$ cat config.mk
export PLATFORM = sky130hd
export DESIGN_NAME = store_drain_flat
export DESIGN_NICKNAME = d
export VERILOG_FILES = /design/src/gpu_isa_pkg.sv /design/src/gpu_core_pkg.sv /design/src/gpu_interfaces.sv /design/src/store_drain.sv /design/src/flat_wrapper.sv
export VERILOG_INCLUDE_DIRS = /design/src
export SDC_FILE = /design/constraint.sdc
export NUM_CORES = 1
export LEC_CHECK = 0
export BUFFER_PORTS_ARGS = -buffer_cell sky130_fd_sc_hd__buf_2
export CAP_MARGIN = 0
export CORE_AREA = 3 3 100 102
export CTS_BUF_LIST = sky130_fd_sc_hd__clkbuf_16
export DETAILED_ROUTE_END_ITERATION = 10
export DIE_AREA = 0 0 103 105
export PLACE_DENSITY = 0.54
export SLEW_MARGIN = 0
export SYNTH_ARGS = -nofsm -noshare
export SYNTH_HDL_FRONTEND = slang
export SYNTH_SLANG_ARGS = --single-unit
$ cat constraint.sdc
create_clock -name clk -period 1.79 [get_ports clk]
set_input_delay 0.358 -clock clk [delete_from_list [all_inputs] [get_ports clk]]
set_output_delay 0.358 -clock clk [all_outputs]
set_load 0.05 [all_outputs]
$ cat src/gpu_settings.svh
`ifndef GPU_SETTINGS_SVH
`define GPU_SETTINGS_SVH

// Core shape
`define WARPS_PER_CORE 4
`define THREADS_PER_WARP 4

// Word width of registers and data memory
`define DATA_WIDTH 32

// Registers per thread with register 0 reading as zero
`define REG_COUNT 16

// Memory address widths
`define IMEM_ADDR_WIDTH 8
`define DMEM_ADDR_WIDTH 8

`endif

$ cat src/gpu_isa_pkg.sv
`include "gpu_settings.svh"

package gpu_isa_pkg;

    typedef logic [`DATA_WIDTH-1:0] data_t;
    typedef logic [31:0] instruction_t;
    typedef logic [3:0] reg_addr_t;

    // Top nibble of the instruction word with 6 to 15 left undefined
    typedef enum logic [3:0] {
        OP_ADD   = 4'h0,
        OP_SUB   = 4'h1,
        OP_ADDI  = 4'h2,
        OP_LANE  = 4'h3,
        OP_STORE = 4'h4,
        OP_HALT  = 4'h5
    } opcode_t;

    // Layout is opcode, rd, rs1, rs2, imm16
    typedef struct packed {
        opcode_t   opcode;
        reg_addr_t rd;
        reg_addr_t rs1;
        reg_addr_t rs2;
        data_t     imm;
        logic      is_store;
        logic      writes_reg;
        logic      is_halt;
    } decoded_instr_t;

endpackage

$ cat src/gpu_core_pkg.sv
`include "gpu_settings.svh"

package gpu_core_pkg;

    typedef logic [1:0] warp_id_t;
    typedef logic [1:0] lane_id_t;
    typedef logic [`IMEM_ADDR_WIDTH-1:0] imem_addr_t;
    typedef logic [`DMEM_ADDR_WIDTH-1:0] dmem_addr_t;
    typedef logic [2:0] warp_count_t;

    typedef enum logic [2:0] {
        WARP_IDLE,
        WARP_FETCH,
        WARP_READY,
        WARP_STORE_WAIT,
        WARP_DONE
    } warp_state_t;

    // Round-robin pick of the first requester at or after ptr
    function automatic warp_id_t rr_pick(input logic [`WARPS_PER_CORE-1:0] req,
                                         input warp_id_t ptr);
        warp_id_t pick;
        warp_id_t cand;
        pick = ptr;
        // Walk backwards so the candidate closest to ptr wins
        for (int i = `WARPS_PER_CORE - 1; i >= 0; i--) begin
            cand = warp_id_t'(ptr + i);
            if (req[cand]) begin
                pick = cand;
            end
        end
        return pick;
    endfunction

endpackage

$ cat src/gpu_interfaces.sv
`timescale 1ns/1ns
`include "gpu_settings.svh"


// Broadcast of the issued instruction to every lane and the store drain
interface lane_issue_if;
    logic                        issue;
    gpu_core_pkg::warp_id_t      issue_warp;
    gpu_isa_pkg::decoded_instr_t issue_instr;

    modport scheduler (output issue, issue_warp, issue_instr);
    modport lane (input issue, issue_warp, issue_instr);
    modport drain (input issue, issue_instr);
endinterface

// Captured store words, one slot per lane
interface store_bus_if;
    gpu_core_pkg::dmem_addr_t store_address [`THREADS_PER_WARP];
    gpu_isa_pkg::data_t       store_data [`THREADS_PER_WARP];
    logic                     busy;
    logic                     store_done;

    modport lane (output store_address, store_data);
    modport drain (input store_address, store_data, output busy, store_done);
    modport monitor (input busy, store_done);
endinterface

$ cat src/store_drain.sv
`timescale 1ns/1ns
`include "gpu_settings.svh"

module store_drain (
    input  logic                      clk,
    input  logic                      reset,
    lane_issue_if.drain               iss,
    store_bus_if.drain                st,
    output logic                      dmem_write_valid,
    output gpu_core_pkg::dmem_addr_t  dmem_write_address,
    output gpu_isa_pkg::data_t        dmem_write_data,
    input  logic                      dmem_write_ready
);

    gpu_core_pkg::lane_id_t lane_cnt;
    logic last_lane;

    assign last_lane = (lane_cnt == gpu_core_pkg::lane_id_t'(`THREADS_PER_WARP - 1));

    always_ff @(posedge clk) begin
        if (reset) begin
            st.busy <= 1'b0;
            st.store_done <= 1'b0;
            lane_cnt <= '0;
        end else begin
            st.store_done <= 1'b0;
            if (!st.busy) begin
                if (iss.issue && iss.issue_instr.is_store) begin
                    st.busy <= 1'b1;
                    lane_cnt <= '0;
                end
            end else if (dmem_write_ready) begin
                if (last_lane) begin
                    st.busy <= 1'b0;
                    st.store_done <= 1'b1;
                end else begin
                    lane_cnt <= lane_cnt + 2'd1;
                end
            end
        end
    end

    // Lane slots are stable while busy, so the write payload is a plain mux
    assign dmem_write_valid = st.busy;
    assign dmem_write_address = st.store_address[lane_cnt];
    assign dmem_write_data = st.store_data[lane_cnt];

endmodule

$ cat src/flat_wrapper.sv
// flat-port wrapper written by rule: the top's interface ports become plain ports
module store_drain_flat 
  (clk, reset, dmem_write_valid, dmem_write_address, dmem_write_data, dmem_write_ready, iss_issue, iss_issue_instr, st_store_address, st_store_data, st_busy, st_store_done);
  lane_issue_if iss_i ();
  store_bus_if st_i ();
  input  logic clk;
  input  logic reset;
  output logic dmem_write_valid;
  output gpu_core_pkg::dmem_addr_t dmem_write_address;
  output gpu_isa_pkg::data_t dmem_write_data;
  input  logic dmem_write_ready;
  input wire logic [$bits(iss_i.issue)-1:0] iss_issue;
  input wire logic [$bits(iss_i.issue_instr)-1:0] iss_issue_instr;
  input wire logic [$bits(st_i.store_address)-1:0] st_store_address;
  input wire logic [$bits(st_i.store_data)-1:0] st_store_data;
  output wire logic [$bits(st_i.busy)-1:0] st_busy;
  output wire logic [$bits(st_i.store_done)-1:0] st_store_done;
  assign iss_i.issue = iss_issue;
  assign iss_i.issue_instr = iss_issue_instr;
  assign st_i.store_address = {>>{st_store_address}};
  assign st_i.store_data = {>>{st_store_data}};
  assign st_busy = st_i.busy;
  assign st_store_done = st_i.store_done;
  store_drain u_core (.clk(clk), .reset(reset), .iss(iss_i), .st(st_i), .dmem_write_valid(dmem_write_valid), .dmem_write_address(dmem_write_address), .dmem_write_data(dmem_write_data), .dmem_write_ready(dmem_write_ready));
endmodule
==> metrics.md, run 1 <==
| Metric | Value |
|---|---|
| Inserted Clock Buffers | 3 |
| Leak pwr | around 1.4 nW |
| Clk_lat worst skew | about 0.22 ns |
| DRC | 0 |
| Area Overhead vs Synth | 140% |
| Worst hold slack | about 0.34 ns |
| Reg2reg path depth | 7 |
| Fill cell total of the finished layout | 949 |
| Crit share post-route | 107% |
| Max Freq | 523 MHz |
| Status | finished with violations |
| Post-Syn Area | between 1000 and 1500 sq um |
| Maximum fanout along the worst path | 5 |
| WL final | 6.72 mm |
| Yosys reg bits | 4 |
| M1 wire length | between 2 and 2.5 mm |
| Power per Cell Area | roughly 460 nW/um^2 |
| Reg-to-reg slack, setup | 0.33 ns |
| Max_cap viols | 0 |
| Root Buffer | clkbuf_16 |
| Hold Crit Endpoint | u_core.lane_cnt[0] |
| Routability congestion estimate | approximately 0.72 |
| Most used DFF post-synth | dfxtp_1 |
| CP Launch Type | register |
| Die Width | ~100 microns |
| CP max-delay cell | mux4_2 |
| Ys async rst share | 0% |
| Hold path start | reset |
| Port bufs | between 200 and 250 |
| Worst Path Required | 1.43 ns |
| Syn. warnings | 0 |
| Via/cell ratio | 4.30 |
| Net Count, Synth | approximately 290 |
| Commonest cells in the netlist | mux4_2, buf_12, buf_2, dfxtp_1 |
| Synth area leaders | mux4_2, buf_12, dfxtp_1 |
| Initial Utilization | 13.1% |
| DR top layer | met5 |
| Synth area leader | mux4_2 |
| Slowest stage delay, CP | just over 0.5 ns |
| Hpwl dp | 5.38 mm |
| Post-Route Setup TNS | -3.79 ns |
| CP bufs+invs | 3 |
| Critical-path cell list | buf_6, clkbuf_16, mux4_2, buf_6 |
| R2R Path End | u_core.lane_cnt[0] |
| Tot Pwr | 1.35 mW |
| Final #Nets | 504 |
| Worst hold path depth | 2 |
| First-pass GRT wire length | between 8 and 9 mm |
| Arrival time at the worst endpoint | 1.55 ns |
| Failing checks | negative setup slack |
| Share of cells above drive strength 1 | between 90% and 100% |
| Synth cell types | 19 |
| Antenna violations before repair | 2 |
| Sequential share of the synthesized area | approximately 6.6% |
| Critical path class | reg2out |
| Pre-antenna DRT Iters | 4 |
| Global Route Usage Sum | 10.9% |
| DIE HEIGHT | 105 microns |
| Worst slew margin | 82.7% |
| RSZ-0062 raised after global routing | yes |
| RR Startpoint | u_core.lane_cnt[0] |
| Final Hold Fails | 0 |
| Worst-case clock buffer depth | 2 |
| Core footprint | 9200 sq um |
| Wire length on met2 | 3.62 mm |
| IO Pins | 258 |
| Post-synth EDFFs | 0 |
| ANT cells | 0 |
| Final setup margin | -0.121 ns |
| Final min period | 1.91 ns |
| Vias in the first global route | between 1500 and 2000 |
| CTS Sinks | 4 |
| WL per Instance | ~17 microns |
| Area share of the largest cell type after synthesis | 70.9% |
| Syn Area/Cell | 17.2 sq um |
| Worst Skew | 0.00298 ns |
| Clk pin slew, worst setup/hold paths | 0.03 ns |
| CP most frequent cell | buf_6 |
| Met3 WL | 577 microns |
| Most frequent cell after synthesis | mux4_2 |
| # setup viols final | 40 |
| Worst vdd ir | 0.000550 V |
| Top delay family on crit path | multiplexers |
| CTS tree | yes |
| 1st-iter DRT viols | 58 |
| Final slew viol count | 0 |
| Crit. End Element | output pin |
| Post-Syn Instances | 70 |
| Die Footprint | 10800 sq um |
| Row count | 35 |
| Via count | 1704 |
| Actual slew at the worst max-slew pin | 0.260 ns |
| Largest net degree at the start of global routing | 26 |
| H-tree depth | 1 |
| Final ANT Viol Nets | 0 |
| Total congestion overflow | 0 |
| Min-delay worst type | in2reg |
## worst max path at each step
stage | endpoint | slack [ns] | cells after the start | from
final | dmem_write_data[18] | -0.12 | 4 | u_core.lane_cnt[0]
after global routing | dmem_write_data[17] | -0.17 | 4 | u_core.lane_cnt[0]
after CTS | dmem_write_data[30] | -0.14 | 4 | u_core.lane_cnt[0]
after detailed placement | dmem_write_address[7] | 0.04 | 3 | u_core.lane_cnt[0]
after global placement | dmem_write_address[7] | 0.05 | 3 | u_core.lane_cnt[0]
after floorplan | dmem_write_address[7] | 0.11 | 2 | u_core.lane_cnt[0]
## worst reg2reg max path, delay by kind of cell (launching register included)
| family | cells | cell delay, ns |
|---|---|---|
| buffers and inverters | 3 | 0.39 |
| AOI/OAI and AO/OA | 2 | 0.23 |
| DFF | 1 | 0.35 |
| and+or+nand+nor | 1 | 0.16 |
| adders and majority gates | 1 | 0.20 |
## per-stage QoR
step	setup slack [ns]	utilization, %	std cells	cell area [sq um]
after floorplan	0.115	-	70	1210
after global placement	0.0480	25.4	382	2340
after detailed placement	0.0378	25.4	382	2340
after CTS	-0.143	30.8	394	2830
after global routing	-0.174	31.5	396	2900
final	-0.121	31.5	396	2900
## metal layers
layer  global-route usage (%)  vias up
met5                        0        -
met4                     1.11        4
li1                         -      768
met1                     12.6      825
met3                     2.34        8
met2                     20.7       99
## cells in the final DEF (no fill, tap or decap), types with 2 or more instances in the layout
cell / n
buf_8: 6
buf_2: 167
a21oi_1: 2
ha_1: 2
buf_16: 4
mux4_2: 40
buf_4: 2
nand3_1: 2
clkbuf_16: 5
dfxtp_1: 2
buf_6: 39
buf_12: 3
a31oi_1: 2
## final cells by class
class,instances,area [sq um],share of cell area (%)
Timing Repair Buffer,223,1600,55.2
Clock buffer,3,75.1,2.59
Multi-Input combinational cell,54,993,34.3
Inverter,1,3.75,0.130
Sequential cell,4,85.1,2.94
Tap cell,111,139,4.79
## where the power goes
group | switching [mW] | internal [mW] | total, mW
sequential | 0.00507 | 0.0923 | 0.0974
combinational | 0.451 | 0.450 | 0.901
clock | 0.0612 | 0.285 | 0.346
## state kept, by name, indices dropped and copies added (netlist names)
name                     count
u_core.dmem_write_valid      1
u_core.lane_cnt              2
u_core.st.store_done         1
## cells by family (layout without fill, tap and decap cells)
| logic type | after synthesis | count (layout) | share of synthesized area, % |
|---|---|---|---|
| buffers and inverters | 12 | 227 | 10.5 |
| DFF | 4 | 4 | 6.63 |
| AOI/OAI and AO/OA | 5 | 5 | 2.49 |
| adders and majority gates | 2 | 2 | 2.07 |
| muxes | 40 | 40 | 75.2 |
| and+or+nand+nor | 7 | 7 | 3.11 |
## what timing repair did
item                       in CTS  in global routing
hold buffers                    0                  0
gates resized for setup        94                  4
setup buffers                   6                  0
setup endpoints to repair      40                 40
cloned                          4                  2
Power figures use the tool's default switching activity.
==> run 2, diff against run 1 <==
--- a/config.mk
+++ b/config.mk
@@ -10,6 +10,7 @@
 export CAP_MARGIN = 0
 export CORE_AREA = 3 3 100 102
 export CTS_BUF_LIST = sky130_fd_sc_hd__clkbuf_16
+export CTS_CLUSTER_SIZE = 14
 export DETAILED_ROUTE_END_ITERATION = 10
 export DIE_AREA = 0 0 103 105
 export PLACE_DENSITY = 0.54
==> constraint.sdc (replaced) <==
create_clock -name clk -period 1.79 [get_ports clk]
set_input_delay 0.358 -clock clk [delete_from_list [all_inputs] [get_ports clk]]
set_output_delay 0.358 -clock clk [all_outputs]
set_load 0.02 [all_outputs]
==> run 2 against run 1 <==
- the run still ends with negative setup slack left
- total power down 24%
- worst setup slack better by 0.024 ns
- non-clock buffer count down 10
- routed wire length down 6.2%
- global-route usage down 0.53 points
- sequential power up 1%
- fmax up 1.3%
- hold slack better by 0.00054 ns
- die area unchanged
- cell count down 2.5%
- register-to-register slack better by 0.05 ns
- critical path depth down 1
- largest power group unchanged
==> metrics.md, run 2 (synthesis results as in run 1) <==
| Metric | Value |
|---|---|
| Critical-path cell list | buf_12, mux4_1, buf_2 (was buf_6, clkbuf_16, mux4_2, buf_6) |
| Psw | 0.310 mW (was 0.517 mW) |
| Row count | 35 (unchanged) |
| Final slew viol count | 0 (unchanged) |
| Reg power frac | 9.7% (was 7.2%) |
| Area Overhead vs Synth | 108% (was 140%) |
| Worst Skew | 0.00340 ns (was 0.00298 ns) |
| Sw Share | 30.4% (was 38.5%) |
| Worst Path Required | 1.43 ns (about the same) |
| DIE HEIGHT | 105 microns (unchanged) |
| Cell Int Power | 0.708 mW (was 0.828 mW) |
| GR peak layer | met2 (unchanged) |
| Global Route Usage Sum | 10.4% (was 10.9%) |
| Met1 Usage GRT | 11.7% (was 12.6%) |
| WL per Instance | 16.3 microns (was 17.0 microns) |
| CTS tree | yes (unchanged) |
| Largest Register | u_core.lane_cnt (unchanged) |
| Share of cells above drive strength 1 | 93.1% (was 94.0%) |
| Arrival time at the worst endpoint | 1.53 ns (was 1.55 ns) |
| Post-Route Setup TNS | -1.37 ns (was -3.79 ns) |
| Via count | 1632 (was 1704) |
| Post-CTS Hold Buffers | 0 (unchanged) |
| 1st-iter DRT viols | 30 (was 58) |
| Comb power frac | 56.3% (was 67.0%) |
| Max_cap viols | 0 (unchanged) |
| Clk pin slew, worst setup/hold paths | 0.03 ns (about the same) |
| Slowest stage delay, CP | 0.57 ns (was 0.51 ns) |
| H-tree depth | 1 (unchanged) |
| IO Pins | 258 (unchanged) |
| Status | finished with violations (unchanged) |
| Largest net degree at the start of global routing | 20 (was 26) |
| Post-Place Cells | 381 (was 382) |
| CTS Sinks | 4 (unchanged) |
| Routability congestion estimate | 0.717 (was 0.723) |
| Met2 Usage GRT | 20.0% (was 20.7%) |
| Core footprint | 9200 sq um (unchanged) |
| Worst slew margin | 82.3% (was 82.7%) |
| Die Footprint | 10800 sq um (unchanged) |
| RSZ-0062 raised after global routing | yes (unchanged) |
| Die Width | 103 microns (unchanged) |
| Antenna violations before repair | 2 (unchanged) |
| Hpwl dp | 5.51 mm (was 5.38 mm) |
| Min-delay worst type | in2reg (unchanged) |
| Inserted Clock Buffers | 3 (unchanged) |
| Initial Utilization | 13.1% (unchanged) |
| ANT cells | 0 (unchanged) |
| First-pass GRT wire length | 8.66 mm (was 8.97 mm) |
| Final setup margin | -0.0973 ns (was -0.121 ns) |
| CP Launch Type | register (unchanged) |
| Root Buffer | clkbuf_16 (unchanged) |
| Final #Nets | 494 (was 504) |
| Tot Pwr | 1.02 mW (was 1.35 mW) |
| Final Hold Fails | 0 (unchanged) |
| Leak pwr | 1.20 nW (was 1.36 nW) |
| Max reg flops | 2 (unchanged) |
| CP max-delay cell | mux4_1 (was mux4_2) |
| Worst-case clock buffer depth | 2 (unchanged) |
| Power per Cell Area | 406 nW/um^2 (was 464 nW/um^2) |
| Grt met3 use | 2.47% (was 2.34%) |
| Vias in the first global route | 1755 (was 1728) |
| # setup viols final | 31 (was 40) |
| Final Non-Filler Cells | 386 (was 396) |
| Crit. End Element | output pin (unchanged) |
| Crit share post-route | 105% (was 107%) |
| Clock Power Share | 34.0% (was 25.8%) |
| DRC | 0 (unchanged) |
| Max Freq | 530 MHz (was 523 MHz) |
| Most common cell after layout, fill and taps aside | buf_2 (unchanged) |
| Final ANT Viol Nets | 0 (unchanged) |
| Critical path class | reg2out (unchanged) |
| Final min period | 1.89 ns (was 1.91 ns) |
| Via/cell ratio | 4.23 (was 4.30) |
| Actual slew at the worst max-slew pin | 0.265 ns (was 0.260 ns) |
| Port bufs | 207 (unchanged) |
| WL final | 6.31 mm (was 6.72 mm) |
| Maximum fanout along the worst path | 13 (was 5) |
| Failing checks | negative setup slack (unchanged) |
| Pre-antenna DRT Iters | 4 (unchanged) |
| Clk_lat worst skew | 0.22 ns (about the same) |
| Commonest cells after routing, fill and taps aside | buf_2, mux4_2, buf_6 (unchanged) |
| Total congestion overflow | 0 (unchanged) |
| Worst vdd ir | 0.000618 V (was 0.000550 V) |
-- run 2: changes by cell type in the layout (fill, tap and decap cells not counted), moves of 4 or more --
cell    before  now
buf_16       4    0
buf_2      167  197
buf_6       39   10
buf_8        6    0
-- run 2: routing by layer --
layer  share of wire (%)  vias up
li1                    -      745
met3                 7.7        8
met2                  55       97
met1                  36      778
met4                0.36        4
met5                0.63        -
-- run 2: repair_timing --
action,CTS,global route
resized for setup,4,18
setup buffers,2,0
gates cloned,1,0
endpoints found under the setup margin,40,40
hold endpoints to repair,0,0
-- run 2: power groups by stage --
stage               clock network [mW]  logic, mW  registers, mW
floorplan                            0      0.295         0.0994
global placement                     0      0.534         0.0996
detailed placement                   0      0.547         0.0999
CTS                              0.354      0.567         0.0988
global route                     0.359      0.619         0.0993
finish                           0.346      0.573         0.0988
-- run 2: final cells by class --
class / instances / area, sq um
fill: 991 / 6690
timing repair buffer: 213 / 1210
multi-input combinational: 54 / 1000
tap: 111 / 139
sequential: 4 / 85.1
clock buffer: 3 / 75.1
inverter: 1 / 3.75
-- run 2: critical path, delay by kind of cell (launching register included) --
| family | cells | cell delay [ns] |
|---|---|---|
| flops | 1 | 0.38 |
| mux | 1 | 0.57 |
| buf+inv | 2 | 0.36 |
-- run 2: path summary, 6_finish.rpt --
check / from / end / slack (ns) / depth (start not counted)
min reg2reg: u_core.dmem_write_valid / u_core.st.store_done / 0.57 / 2
min: reset / u_core.lane_cnt[1] / 0.34 / 2
max reg2reg: u_core.lane_cnt[0] / u_core.lane_cnt[0] / 0.38 / 6
max: u_core.lane_cnt[0] / dmem_write_data[31] / -0.1 / 3
-- run 2: per-stage QoR --
step / hold slack, ns / worst slack, ns / cell area [sq um] / util (%)
finish: 0.338 / -0.0973 / 2510 / 27.3
detailed placement: 0.563 / 0.0541 / 2340 / 25.5
floorplan: 0.427 / 0.208 / 1210 / -
CTS: 0.335 / -0.118 / 2480 / 27.0
global placement: 0.540 / 0.0822 / 2340 / 25.5
global route: 0.348 / -0.139 / 2510 / 27.3
