==> src/gpu_settings.svh <==
`ifndef GPU_SETTINGS_SVH
`define GPU_SETTINGS_SVH

// Core shape
`define WARPS_PER_CORE 4
`define THREADS_PER_WARP 4

// Word width of registers and data memory
`define DATA_WIDTH 32

// Registers per thread with register 0 reading as zero
`define REG_COUNT 16

// Memory address widths
`define IMEM_ADDR_WIDTH 8
`define DMEM_ADDR_WIDTH 8

`endif

==> src/gpu_isa_pkg.sv <==
`include "gpu_settings.svh"

package gpu_isa_pkg;

    typedef logic [`DATA_WIDTH-1:0] data_t;
    typedef logic [31:0] instruction_t;
    typedef logic [3:0] reg_addr_t;

    // Top nibble of the instruction word with 6 to 15 left undefined
    typedef enum logic [3:0] {
        OP_ADD   = 4'h0,
        OP_SUB   = 4'h1,
        OP_ADDI  = 4'h2,
        OP_LANE  = 4'h3,
        OP_STORE = 4'h4,
        OP_HALT  = 4'h5
    } opcode_t;

    // Layout is opcode, rd, rs1, rs2, imm16
    typedef struct packed {
        opcode_t   opcode;
        reg_addr_t rd;
        reg_addr_t rs1;
        reg_addr_t rs2;
        data_t     imm;
        logic      is_store;
        logic      writes_reg;
        logic      is_halt;
    } decoded_instr_t;

endpackage

==> src/gpu_core_pkg.sv <==
`include "gpu_settings.svh"

package gpu_core_pkg;

    typedef logic [1:0] warp_id_t;
    typedef logic [1:0] lane_id_t;
    typedef logic [`IMEM_ADDR_WIDTH-1:0] imem_addr_t;
    typedef logic [`DMEM_ADDR_WIDTH-1:0] dmem_addr_t;
    typedef logic [2:0] warp_count_t;

    typedef enum logic [2:0] {
        WARP_IDLE,
        WARP_FETCH,
        WARP_READY,
        WARP_STORE_WAIT,
        WARP_DONE
    } warp_state_t;

    // Round-robin pick of the first requester at or after ptr
    function automatic warp_id_t rr_pick(input logic [`WARPS_PER_CORE-1:0] req,
                                         input warp_id_t ptr);
        warp_id_t pick;
        warp_id_t cand;
        pick = ptr;
        // Walk backwards so the candidate closest to ptr wins
        for (int i = `WARPS_PER_CORE - 1; i >= 0; i--) begin
            cand = warp_id_t'(ptr + i);
            if (req[cand]) begin
                pick = cand;
            end
        end
        return pick;
    endfunction

endpackage

==> src/gpu_interfaces.sv <==
`timescale 1ns/1ns
`include "gpu_settings.svh"

// Scheduler requests instructions, fetcher returns them tagged by warp
interface fetch_if;
    logic [`WARPS_PER_CORE-1:0] fetch_pending;
    gpu_core_pkg::imem_addr_t   pc [`WARPS_PER_CORE];
    logic                       fetch_done;
    gpu_core_pkg::warp_id_t     fetch_warp;
    gpu_isa_pkg::instruction_t  fetch_instruction;

    modport scheduler (
        output fetch_pending, pc,
        input  fetch_done, fetch_warp, fetch_instruction
    );

    modport fetcher (
        input  fetch_pending, pc,
        output fetch_done, fetch_warp, fetch_instruction
    );
endinterface


==> src/instruction_fetcher.sv <==
`timescale 1ns/1ns
`include "gpu_settings.svh"

module instruction_fetcher (
    input  logic                       clk,
    input  logic                       reset,
    fetch_if.fetcher                   fetch,
    input  logic                       imem_read_ready,
    input  gpu_isa_pkg::instruction_t  imem_read_data,
    output logic                       imem_read_valid,
    output gpu_core_pkg::imem_addr_t   imem_read_address
);

    gpu_core_pkg::warp_id_t rr_ptr;
    gpu_core_pkg::warp_id_t pick;
    logic launch;

    assign pick = gpu_core_pkg::rr_pick(fetch.fetch_pending, rr_ptr);

    // Only one request in flight and no launch in the done pulse cycle
    assign launch = !imem_read_valid && !fetch.fetch_done && (|fetch.fetch_pending);

    always_ff @(posedge clk) begin
        if (reset) begin
            imem_read_valid <= 1'b0;
            fetch.fetch_done <= 1'b0;
            rr_ptr <= '0;
        end else begin
            fetch.fetch_done <= imem_read_valid && imem_read_ready;
            if (imem_read_valid) begin
                if (imem_read_ready) begin
                    imem_read_valid <= 1'b0;
                end
            end else if (launch) begin
                imem_read_valid <= 1'b1;
                rr_ptr <= pick + 2'd1;
            end
        end
    end

    // Address and warp tag hold steady for the whole request
    always_ff @(posedge clk) begin
        if (launch) begin
            fetch.fetch_warp <= pick;
            imem_read_address <= fetch.pc[pick];
        end
        if (imem_read_valid && imem_read_ready) begin
            fetch.fetch_instruction <= imem_read_data;
        end
    end

endmodule

==> src/flat_wrapper.sv <==
// flat-port wrapper written by rule: the top's interface ports become plain ports
module instruction_fetcher_flat 
  (clk, reset, imem_read_ready, imem_read_data, imem_read_valid, imem_read_address, fetch_fetch_pending, fetch_pc, fetch_fetch_done, fetch_fetch_warp, fetch_fetch_instruction);
  fetch_if fetch_i ();
  input  logic clk;
  input  logic reset;
  input  logic imem_read_ready;
  input  gpu_isa_pkg::instruction_t imem_read_data;
  output logic imem_read_valid;
  output gpu_core_pkg::imem_addr_t imem_read_address;
  input wire logic [$bits(fetch_i.fetch_pending)-1:0] fetch_fetch_pending;
  input wire logic [$bits(fetch_i.pc)-1:0] fetch_pc;
  output wire logic [$bits(fetch_i.fetch_done)-1:0] fetch_fetch_done;
  output wire logic [$bits(fetch_i.fetch_warp)-1:0] fetch_fetch_warp;
  output wire logic [$bits(fetch_i.fetch_instruction)-1:0] fetch_fetch_instruction;
  assign fetch_i.fetch_pending = fetch_fetch_pending;
  assign fetch_i.pc = {>>{fetch_pc}};
  assign fetch_fetch_done = fetch_i.fetch_done;
  assign fetch_fetch_warp = fetch_i.fetch_warp;
  assign fetch_fetch_instruction = fetch_i.fetch_instruction;
  instruction_fetcher u_core (.clk(clk), .reset(reset), .fetch(fetch_i), .imem_read_ready(imem_read_ready), .imem_read_data(imem_read_data), .imem_read_valid(imem_read_valid), .imem_read_address(imem_read_address));
endmodule
==> config.mk <==
export PLATFORM = sky130hd
export DESIGN_NAME = instruction_fetcher_flat
export DESIGN_NICKNAME = d
export VERILOG_FILES = /design/src/gpu_isa_pkg.sv /design/src/gpu_core_pkg.sv /design/src/gpu_interfaces.sv /design/src/instruction_fetcher.sv /design/src/flat_wrapper.sv
export VERILOG_INCLUDE_DIRS = /design/src
export SDC_FILE = /design/constraint.sdc
export NUM_CORES = 1
export LEC_CHECK = 0
export BUFFER_PORTS_ARGS = -buffer_cell sky130_fd_sc_hd__buf_4
export CAP_MARGIN = 5
export CORE_UTILIZATION = 42
export CTS_CLUSTER_DIAMETER = 30
export DETAILED_ROUTE_END_ITERATION = 10
export PLACE_DENSITY = 0.79
export RECOVER_POWER = 50
export SLEW_MARGIN = 20
export SYNTH_ARGS = -nofsm -noshare
export SYNTH_HDL_FRONTEND = slang
export SYNTH_SLANG_ARGS = --single-unit
==> constraint.sdc <==
create_clock -name clk -period 2.3 [get_ports clk]
set_input_delay 0.345 -clock clk [delete_from_list [all_inputs] [get_ports clk]]
set_output_delay 0.345 -clock clk [all_outputs]
set_load 0.05 [all_outputs]
==> results of run 1 <==
-- final cells by class --
class,count,area share (%)
Clock inverter,3,1.61
Sequential cell,46,49.3
Multi-Input combinational cell,48,15.2
Tap cell,50,2.30
Timing Repair Buffer,116,28.8
Clock buffer,5,2.53
Inverter,2,0.276
-- registers in the layout, indices dropped and copies added (netlist names) --
register and count:
u_core.fetch.fetch_instruction 32, u_core.imem_read_address 8, u_core.fetch.fetch_warp 2, u_core.rr_ptr 2, u_core.fetch.fetch_done 1, u_core.imem_read_valid 1
-- cells by family after synthesis --
family | Yosys count | synth area share (%)
AOI/OAI and AO/OA | 9 | 3.78
muxes | 24 | 13.4
and+or+nand+nor | 14 | 5.39
xor gates and xnor gates | 1 | 0.490
DFF | 46 | 75.1
buffers and inverters | 4 | 1.82
-- power breakdown --
group	leakage, nW	total [W]	internal [W]	switching (W)
Combinational	0.657	0.000606	0.000220	0.000386
Sequential	0.429	0.00104	0.00101	0.0000295
Clock	0.0585	0.000590	0.000325	0.000264
Total	1.14	0.00223	0.00155	0.000680
-- routing by layer --
metal / global-route usage (%) / vias to the layer above / share of wire [%]
li1: - / 618 / -
met1: 19.0 / 560 / 36
met2: 31.3 / 100 / 47
met3: 7.77 / 7 / 15
met4: 7.18 / 0 / 1.8
met5: 0 / - / 0
-- metrics by stage --
stage | utilization [%] | hold WS, ns | setup WS [ns] | power (W)
3_3_place_gp | 67.0 | 0.524 | 0.360 | 0.00168
5_1_grt | 67.5 | 0.228 | 0.282 | 0.00233
6_report | 67.5 | 0.235 | 0.384 | 0.00223
2_1_floorplan | - | 0.410 | 0.193 | 0.00148
3_5_place_dp | 67.0 | 0.524 | 0.273 | 0.00170
4_1_cts | 69.8 | 0.211 | 0.371 | 0.00229
-- worst max-delay path by stage --
stage | to | slack (ns)
3_3_place_gp | u_core.imem_read_address[5] | 0.36
5_1_grt | u_core.imem_read_address[5] | 0.28
2_1_floorplan | u_core.fetch.fetch_warp[0] | 0.19
6_report | u_core.imem_read_address[5] | 0.38
4_1_cts | u_core.imem_read_address[2] | 0.37
3_5_place_dp | u_core.imem_read_address[2] | 0.27
-- synth_stat cells --
library cell / instances
buf_12: 1
a2bb2oi_1: 1
and2b_2: 1
nor2b_4: 1
nor2_1: 5
mux2i_1: 24
and3b_1: 1
nor3_1: 1
nor2b_1: 2
a21oi_1: 2
xnor2_1: 1
o21ai_0: 2
a211oi_2: 1
o221a_2: 1
edfxtp_1: 42
nand2_4: 1
or4_4: 1
inv_1: 2
buf_2: 1
a211oi_1: 2
dfxtp_1: 4
and2_1: 1
==> impl_metrics.toml, run 1 <==
[timing]
slew_headroom_pct = 48.9
rsz0062_at_grt = "false"
max_freq_mhz = 522
fin_skew_ns = 0.00651
hold_viol = 0
maxSlewViolCount = 0
period_minus_slack_ns = 1.92
setup_tns_ns = 0
setup_viol = 0
period_share_pct = 83.3
tightest_slew_ns = 0.766

[die]
coreArea_sq_um = 4030
die_area_sq_um = 4520
die_h_microns = 67.2
die_w_microns = 67.2
row_count = 23
start_util_pct = 44.3
pin_count = 115

[setup_path]
reg2reg_slack_ns = 0.38
cp.required_ns = 2.34
cp-startpoint = "u_core.rr_ptr[1]"
max_stage_delay_ns = 0.49
path_depth = 5
worst-path-max-fanout = 18
cpLargestDelayFamily = "simple AND/OR/NAND/NOR gates"
critPathMostFrequentCell = "mux2i_1"
cp_num_buf_inv = 0
end_kind = "flip-flop"
rr_worst_depth = 5
path_cells = "and3b_1 > or4_4 > nand2_4 > mux2i_1 > mux2i_1"
cp_data_arrival_time_ns = 1.96
start_kind = "flip-flop"
slowest_stage = "or4_4"
rr_startpoint = "u_core.rr_ptr[1]"
setup.worst_path.class = "flip-flop to flip-flop"
regToRegEndpoint = "u_core.imem_read_address[5]"

[synthesis]
netlist_top_cells_area = "edfxtp_1 (71%), mux2i_1 (13%), dfxtp_1 (4.5%), buf_12 (1.1%), nor2_1 (1.1%)"
synthesis.nets = 169
syn_inst = 98
synth.distinct_cells = 22
postSynthAreaPerCell_sq_um = 18.2
synth_top_cell_area_share_pct = 70.6
synth_top_area_cell = "edfxtp_1"
synth_seq_cells = 46
syn-cell-area_sq_um = 1790
yosysSeqAreaShare_pct = 75.1
ys_warn_count = 0

[layout]
antenna_cells = 0
post_layout_nonfiller_instances = 270
seq_area_sq_um = 1340
design_area_sq_um = 2720
final_common_cell = "buf_4"
syn2layout_area_growth_pct = 52.3
final_nets = 290
final_cell_mix = "buf_4 (61), edfxtp_1 (42), clkbuf_4 (32)"
multi_input_area_sq_um = 413
drive_gt1_share_pct = 48.6
fillers = 317

[clock_tree]
cts_tree = "done"
clk_pin_slew_ns = 0.08
cts_resized = 0
clockBufferDepth = 2
numClockSinks = 46
htree_levels = 2
post_cts_buffers = 0
cts_buffers = 5
insertion_delay_ns = 0.29
cts.hold.buffers_added = 0
clockRootBuffer = "clkbuf_8"

[route]
drtIter0Drc = 63
viasPerCell = 4.76
drc = 0
routed_wl_microns = 3930
vias = 1285
detail_route.wl_per_cell_microns = 14.5
drtAntennaViolNets = 0
first_pass_iters = 4

[place]
gp_congestion = 0.704
place_area_sq_um = 2700
dp_hpwl_microns = 3210
placed_cells = 262
io_buffers = 114

[min_path]
min_from = "reset"
hp-class = "primary input to flip-flop"
min_path_cells = 2
holdPathEnd = "u_core.rr_ptr[1]"

[global_route]
grt_usage_pct = 18.0
grt_first_pass_wirelength_microns = 5790
grt_pass1_vias = 1248
grt-ovfl-total = 0
grt_max_degree = 33
antenna_found_initial = 0

[status]
status = "finished, final reports clean"

[job]
cap_violations = 0

[power_and_ir_drop]
powerDensity_nw_per_um2 = 820
leakage_nw = 1.14
ir_drop_v = 0.000405
Power figures use the tool's default switching activity.
==> inputs of run 2 (changes only) <==
Clock period 2.3 ns to 1.9 ns, I/O delays scaled along.
==> impl_metrics.toml, run 2 (synthesized netlist as in run 1, its figures left out) <==
[setup_path]
path_cells = "and3b_1 > or4_4 > nand2_8 > mux2i_1 > mux2i_1"
critPathMostFrequentCell = "mux2i_1"
worst-path-max-fanout = 18
max_stage_delay_ns = 0.53
setup.worst_path.class = "flip-flop to flip-flop"
slowest_stage = "or4_4"
end_kind = "flip-flop"
cp_data_arrival_time_ns = 1.87
start_kind = "flip-flop"
cp.required_ns = 1.94
rr_worst_depth = 5

[layout]
final_cell_mix = "buf_4 (64), edfxtp_1 (42), clkbuf_4 (32)"
post_layout_nonfiller_instances = 273
largestRegisters = "u_core.fetch.fetch_instruction: 32 flops, u_core.imem_read_address: 8 flops"
syn2layout_area_growth_pct = 54.1
drive_gt1_share_pct = 49.8
final_nets = 293
largest_register_ffs = 32
multi_input_area_sq_um = 423
seq_area_sq_um = 1340
final_common_cell = "buf_4"
fillers = 314
regMostFlops = "u_core.fetch.fetch_instruction"
antenna_cells = 0

[place]
placed_cells = 265
dp_hpwl_microns = 3240
gp_congestion = 0.783
io_buffers = 114

[route]
vias = 1330
routed_wl_microns = 4190
drc = 0
detail_route.wl_per_cell_microns = 15.4
first_pass_iters = 4
drtAntennaViolNets = 0
drtIter0Drc = 51
viasPerCell = 4.87

[clock_tree]
cts.hold.buffers_added = 0
clockBufferDepth = 2
cts_buffers = 5
clockRootBuffer = "clkbuf_8"
clk_pin_slew_ns = 0.09
cts_tree = "done"
numClockSinks = 46
insertion_delay_ns = 0.29
htree_levels = 2
post_cts_buffers = 0

[timing]
setup_viol = 0
slew_headroom_pct = 46.0
maxSlewViolCount = 0
fin_skew_ns = 0.00462
period_share_pct = 96.3
tightest_slew_ns = 0.810
rsz0062_at_grt = "false"
max_freq_mhz = 547
period_minus_slack_ns = 1.83
hold_viol = 0

[power_and_ir_drop]
leakage_nw = 1.16
powerDensity_nw_per_um2 = 1000
p_total_w = 0.00276
ir_drop_v = 0.000587

[die]
start_util_pct = 44.3
pin_count = 115
die_h_microns = 67.2
row_count = 23
die_w_microns = 67.2
coreArea_sq_um = 4030
die_area_sq_um = 4520

[status]
status = "finished, final reports clean"

[min_path]
min_path_cells = 2
hp-class = "primary input to flip-flop"

[global_route]
grt-ovfl-total = 0
grt_max_degree = 34
grt_pass1_vias = 1291
grt_usage_pct = 18.8
antenna_found_initial = 0
grt_first_pass_wirelength_microns = 6130

[job]
cap_violations = 0
run 2: cell types whose count changed in the layout (fill, tap and decap cells not counted):
cell     change
nand2_4      -1
nand2_8      +1
o21ai_0      -1
o21ai_1      +1
buf_4        +3
and2_2       +1
and2_0       -1
run 2: path summary, 6_finish.rpt:
kind | start | to | slack [ns]
max | u_core.rr_ptr[1] | u_core.imem_read_address[3] | 0.07
min | reset | u_core.rr_ptr[1] | 0.18
max reg2reg | u_core.rr_ptr[1] | u_core.imem_read_address[3] | 0.07
min reg2reg | u_core.imem_read_valid | u_core.imem_read_valid | 0.56
run 2: layout make-up:
cell class                 instances  share of cell area (%)
tap                               50                    2.27
timing repair buffer             119                    29.3
clock buffer                       5                    2.50
clock inverter                     3                    1.59
inverter                           2                   0.273
sequential                        46                    48.7
multi-input combinational         48                    15.4
run 2: metal layers:
layer  track usage, %  part of all wire [%]  vias up
li1                 -                     -      624
met1             22.3                    39      611
met2             30.8                    46       93
met3             7.94                    13        2
met4             5.85                  0.72        0
met5                0                     0        -
run 2: report_power, final:
| group | leakage [nW] | switching, W | internal [W] |
|---|---|---|---|
| sequential | 0.429 | 0.0000350 | 0.00122 |
| clock | 0.0585 | 0.000334 | 0.000395 |
| combinational | 0.674 | 0.000486 | 0.000286 |
run 2: through the flow:
step	hold WS (ns)	setup TNS (ns)	setup WS [ns]	area, sq um	utilization, %
after floorplan	0.350	0	0.116	1790	-
after detailed placement	0.464	-0.432	-0.0684	2720	67.6
after CTS	0.156	0	0.0174	2840	70.4
after global routing	0.164	0	0.00753	2750	68.4
after global placement	0.463	0	0.00312	2720	67.6
final	0.177	0	0.0710	2750	68.4
run 2: critical path: cells and delay by family, from the launching register on:
| kind | cells | cell delay, ns |
|---|---|---|
| DFF | 1 | 0.34 |
| muxes | 2 | 0.33 |
| and+or+nand+nor | 3 | 0.91 |
run 2: what timing repair did:
item                       4_1_cts  5_1_grt
resized for setup                0        2
hold endpoints to repair         0        0
setup endpoints to repair        0        8
==> inputs of run 3 (changes only) <==
Settings changed: CTS_CLUSTER_SIZE set to 20, RECOVER_POWER 50 to 25, SLEW_MARGIN 20 to 15.
==> impl_metrics.toml, run 3 (synthesized netlist as in run 1, its figures left out) <==
[status]
status = "finished, final reports clean"

[power_and_ir_drop]
ir_drop_v = 0.000588
powerDensity_nw_per_um2 = 976
switching_share_pct = 30.8
p_sw_w = 0.000854
seq_power_share_pct = 45.2
power.internal_w = 0.00192
p_total_w = 0.00278
clockPowerShare_pct = 26.2
power_frac_comb_pct = 28.6
leakage_nw = 1.25

[route]
drc = 0
drtAntennaViolNets = 0
vias = 1324
first_pass_iters = 4
detail_route.wl_per_cell_microns = 15.2
viasPerCell = 4.85
routed_wl_microns = 4140
drtIter0Drc = 53

[setup_path]
slowest_stage = "or4_4"
cpLargestDelayFamily = "simple AND/OR/NAND/NOR gates"
start_kind = "flip-flop"
path_cells = "and3b_1 > or4_4 > nand2_8 > mux2i_1 > mux2i_1"
worst-path-max-fanout = 18
setup.worst_path.class = "flip-flop to flip-flop"
cp.required_ns = 1.94
max_stage_delay_ns = 0.53
end_kind = "flip-flop"
cp_num_buf_inv = 0
cp_data_arrival_time_ns = 1.86
critPathMostFrequentCell = "mux2i_1"

[clock_tree]
numClockSinks = 46
clockBufferDepth = 2
post_cts_buffers = 0
cts.hold.buffers_added = 0
cts_buffers = 5
cts_tree = "done"
insertion_delay_ns = 0.29
clockRootBuffer = "clkbuf_8"
clk_pin_slew_ns = 0.09
htree_levels = 2

[timing]
setup_viol = 0
maxSlewViolCount = 0
fin_skew_ns = 0.00409
hold_viol = 0
max_freq_mhz = 547
setup_ws_ns = 0.0728
holdWs_ns = 0.178
period_share_pct = 96.2
slew_headroom_pct = 72.8
rsz0062_at_grt = "false"
tightest_slew_ns = 0.408
period_minus_slack_ns = 1.83

[die]
die_w_microns = 67.2
row_count = 23
start_util_pct = 44.3
die_area_sq_um = 4520
die_h_microns = 67.2
coreArea_sq_um = 4030
pin_count = 115

[layout]
final_common_cell = "buf_4"
syn2layout_area_growth_pct = 59.2
antenna_cells = 0
final_util_pct = 70.6
final_nets = 293
regMostFlops = "u_core.fetch.fetch_instruction"
largestRegisters = "u_core.fetch.fetch_instruction: 32 flops, u_core.imem_read_address: 8 flops"
final_cell_mix = "buf_4 (87), edfxtp_1 (42), clkbuf_4 (32)"
design_area_sq_um = 2850
largest_register_ffs = 32
drive_gt1_share_pct = 60.5

[global_route]
use_met1_pct = 22.3
grt_pass1_vias = 1291
grt_use_met2_pct = 30.8
grt_use_met3_pct = 7.94
top_usage_layer = "met2"
antenna_found_initial = 0
grt_first_pass_wirelength_microns = 6130
grt_usage_pct = 18.8
grt-ovfl-total = 0
grt_max_degree = 34

[min_path]
hp-class = "primary input to flip-flop"

[job]
cap_violations = 0

[place]
dp_hpwl_microns = 3240
place_area_sq_um = 2720
io_buffers = 114
gp_congestion = 0.783
post-place-ws_ns = -0.0684
==> run 3: cell types whose count changed in the layout (fill, tap and decap cells not counted), sizes merged <==
cell / previous run / this run
buf: 64 / 87
clkbuf: 60 / 37
==> run 3: path summary, 6_finish.rpt <==
kind	start	end	slack, ns	cells past startpoint
setup / recovery	u_core.rr_ptr[1]	u_core.imem_read_address[3]	0.07	5
hold / removal	reset	u_core.rr_ptr[1]	0.18	2
setup reg to reg	u_core.rr_ptr[1]	u_core.imem_read_address[3]	0.07	5
hold reg to reg	u_core.imem_read_valid	u_core.imem_read_valid	0.57	2
==> run 3: per-layer routing <==
| metal | up-vias | share of wire, % |
|---|---|---|
| met2 | 98 | 47 |
| met1 | 601 | 38 |
| met4 | 0 | 0.72 |
| li1 | 623 | - |
| met3 | 2 | 14 |
| met5 | - | 0 |
==> run 3: cell type report <==
cell class                      instances  area (sq um)
Sequential cell                        46          1340
Fill cell                             286          1180
Timing Repair Buffer                  119           893
Multi-Input combinational cell         48           428
Clock buffer                            5          68.8
Tap cell                               50          62.6
Clock inverter                          3          43.8
Inverter                                2          7.51
==> run 3: power by group through the flow <==
stage / clock network [W] / logic (W) / registers [W]
after global routing: 0.000784 / 0.000837 / 0.00126
after detailed placement: 0 / 0.000795 / 0.00128
after CTS: 0.000736 / 0.000796 / 0.00126
after floorplan: 0 / 0.000232 / 0.00156
final: 0.000728 / 0.000794 / 0.00126
after global placement: 0 / 0.000773 / 0.00127
==> run 3: what timing repair did <==
action / CTS / global route
setup endpoints to repair: 0 / 8
gates resized for setup: 0 / 2
endpoints found under the hold margin: 0 / 0
==> run 3: through the flow <==
| stage | TNS, ns | cells |
|---|---|---|
| after floorplan | 0 | 98 |
| after global placement | 0 | 265 |
| after detailed placement | -0.432 | 265 |
| after CTS | 0 | 273 |
| after global routing | 0 | 273 |
| final | 0 | 273 |
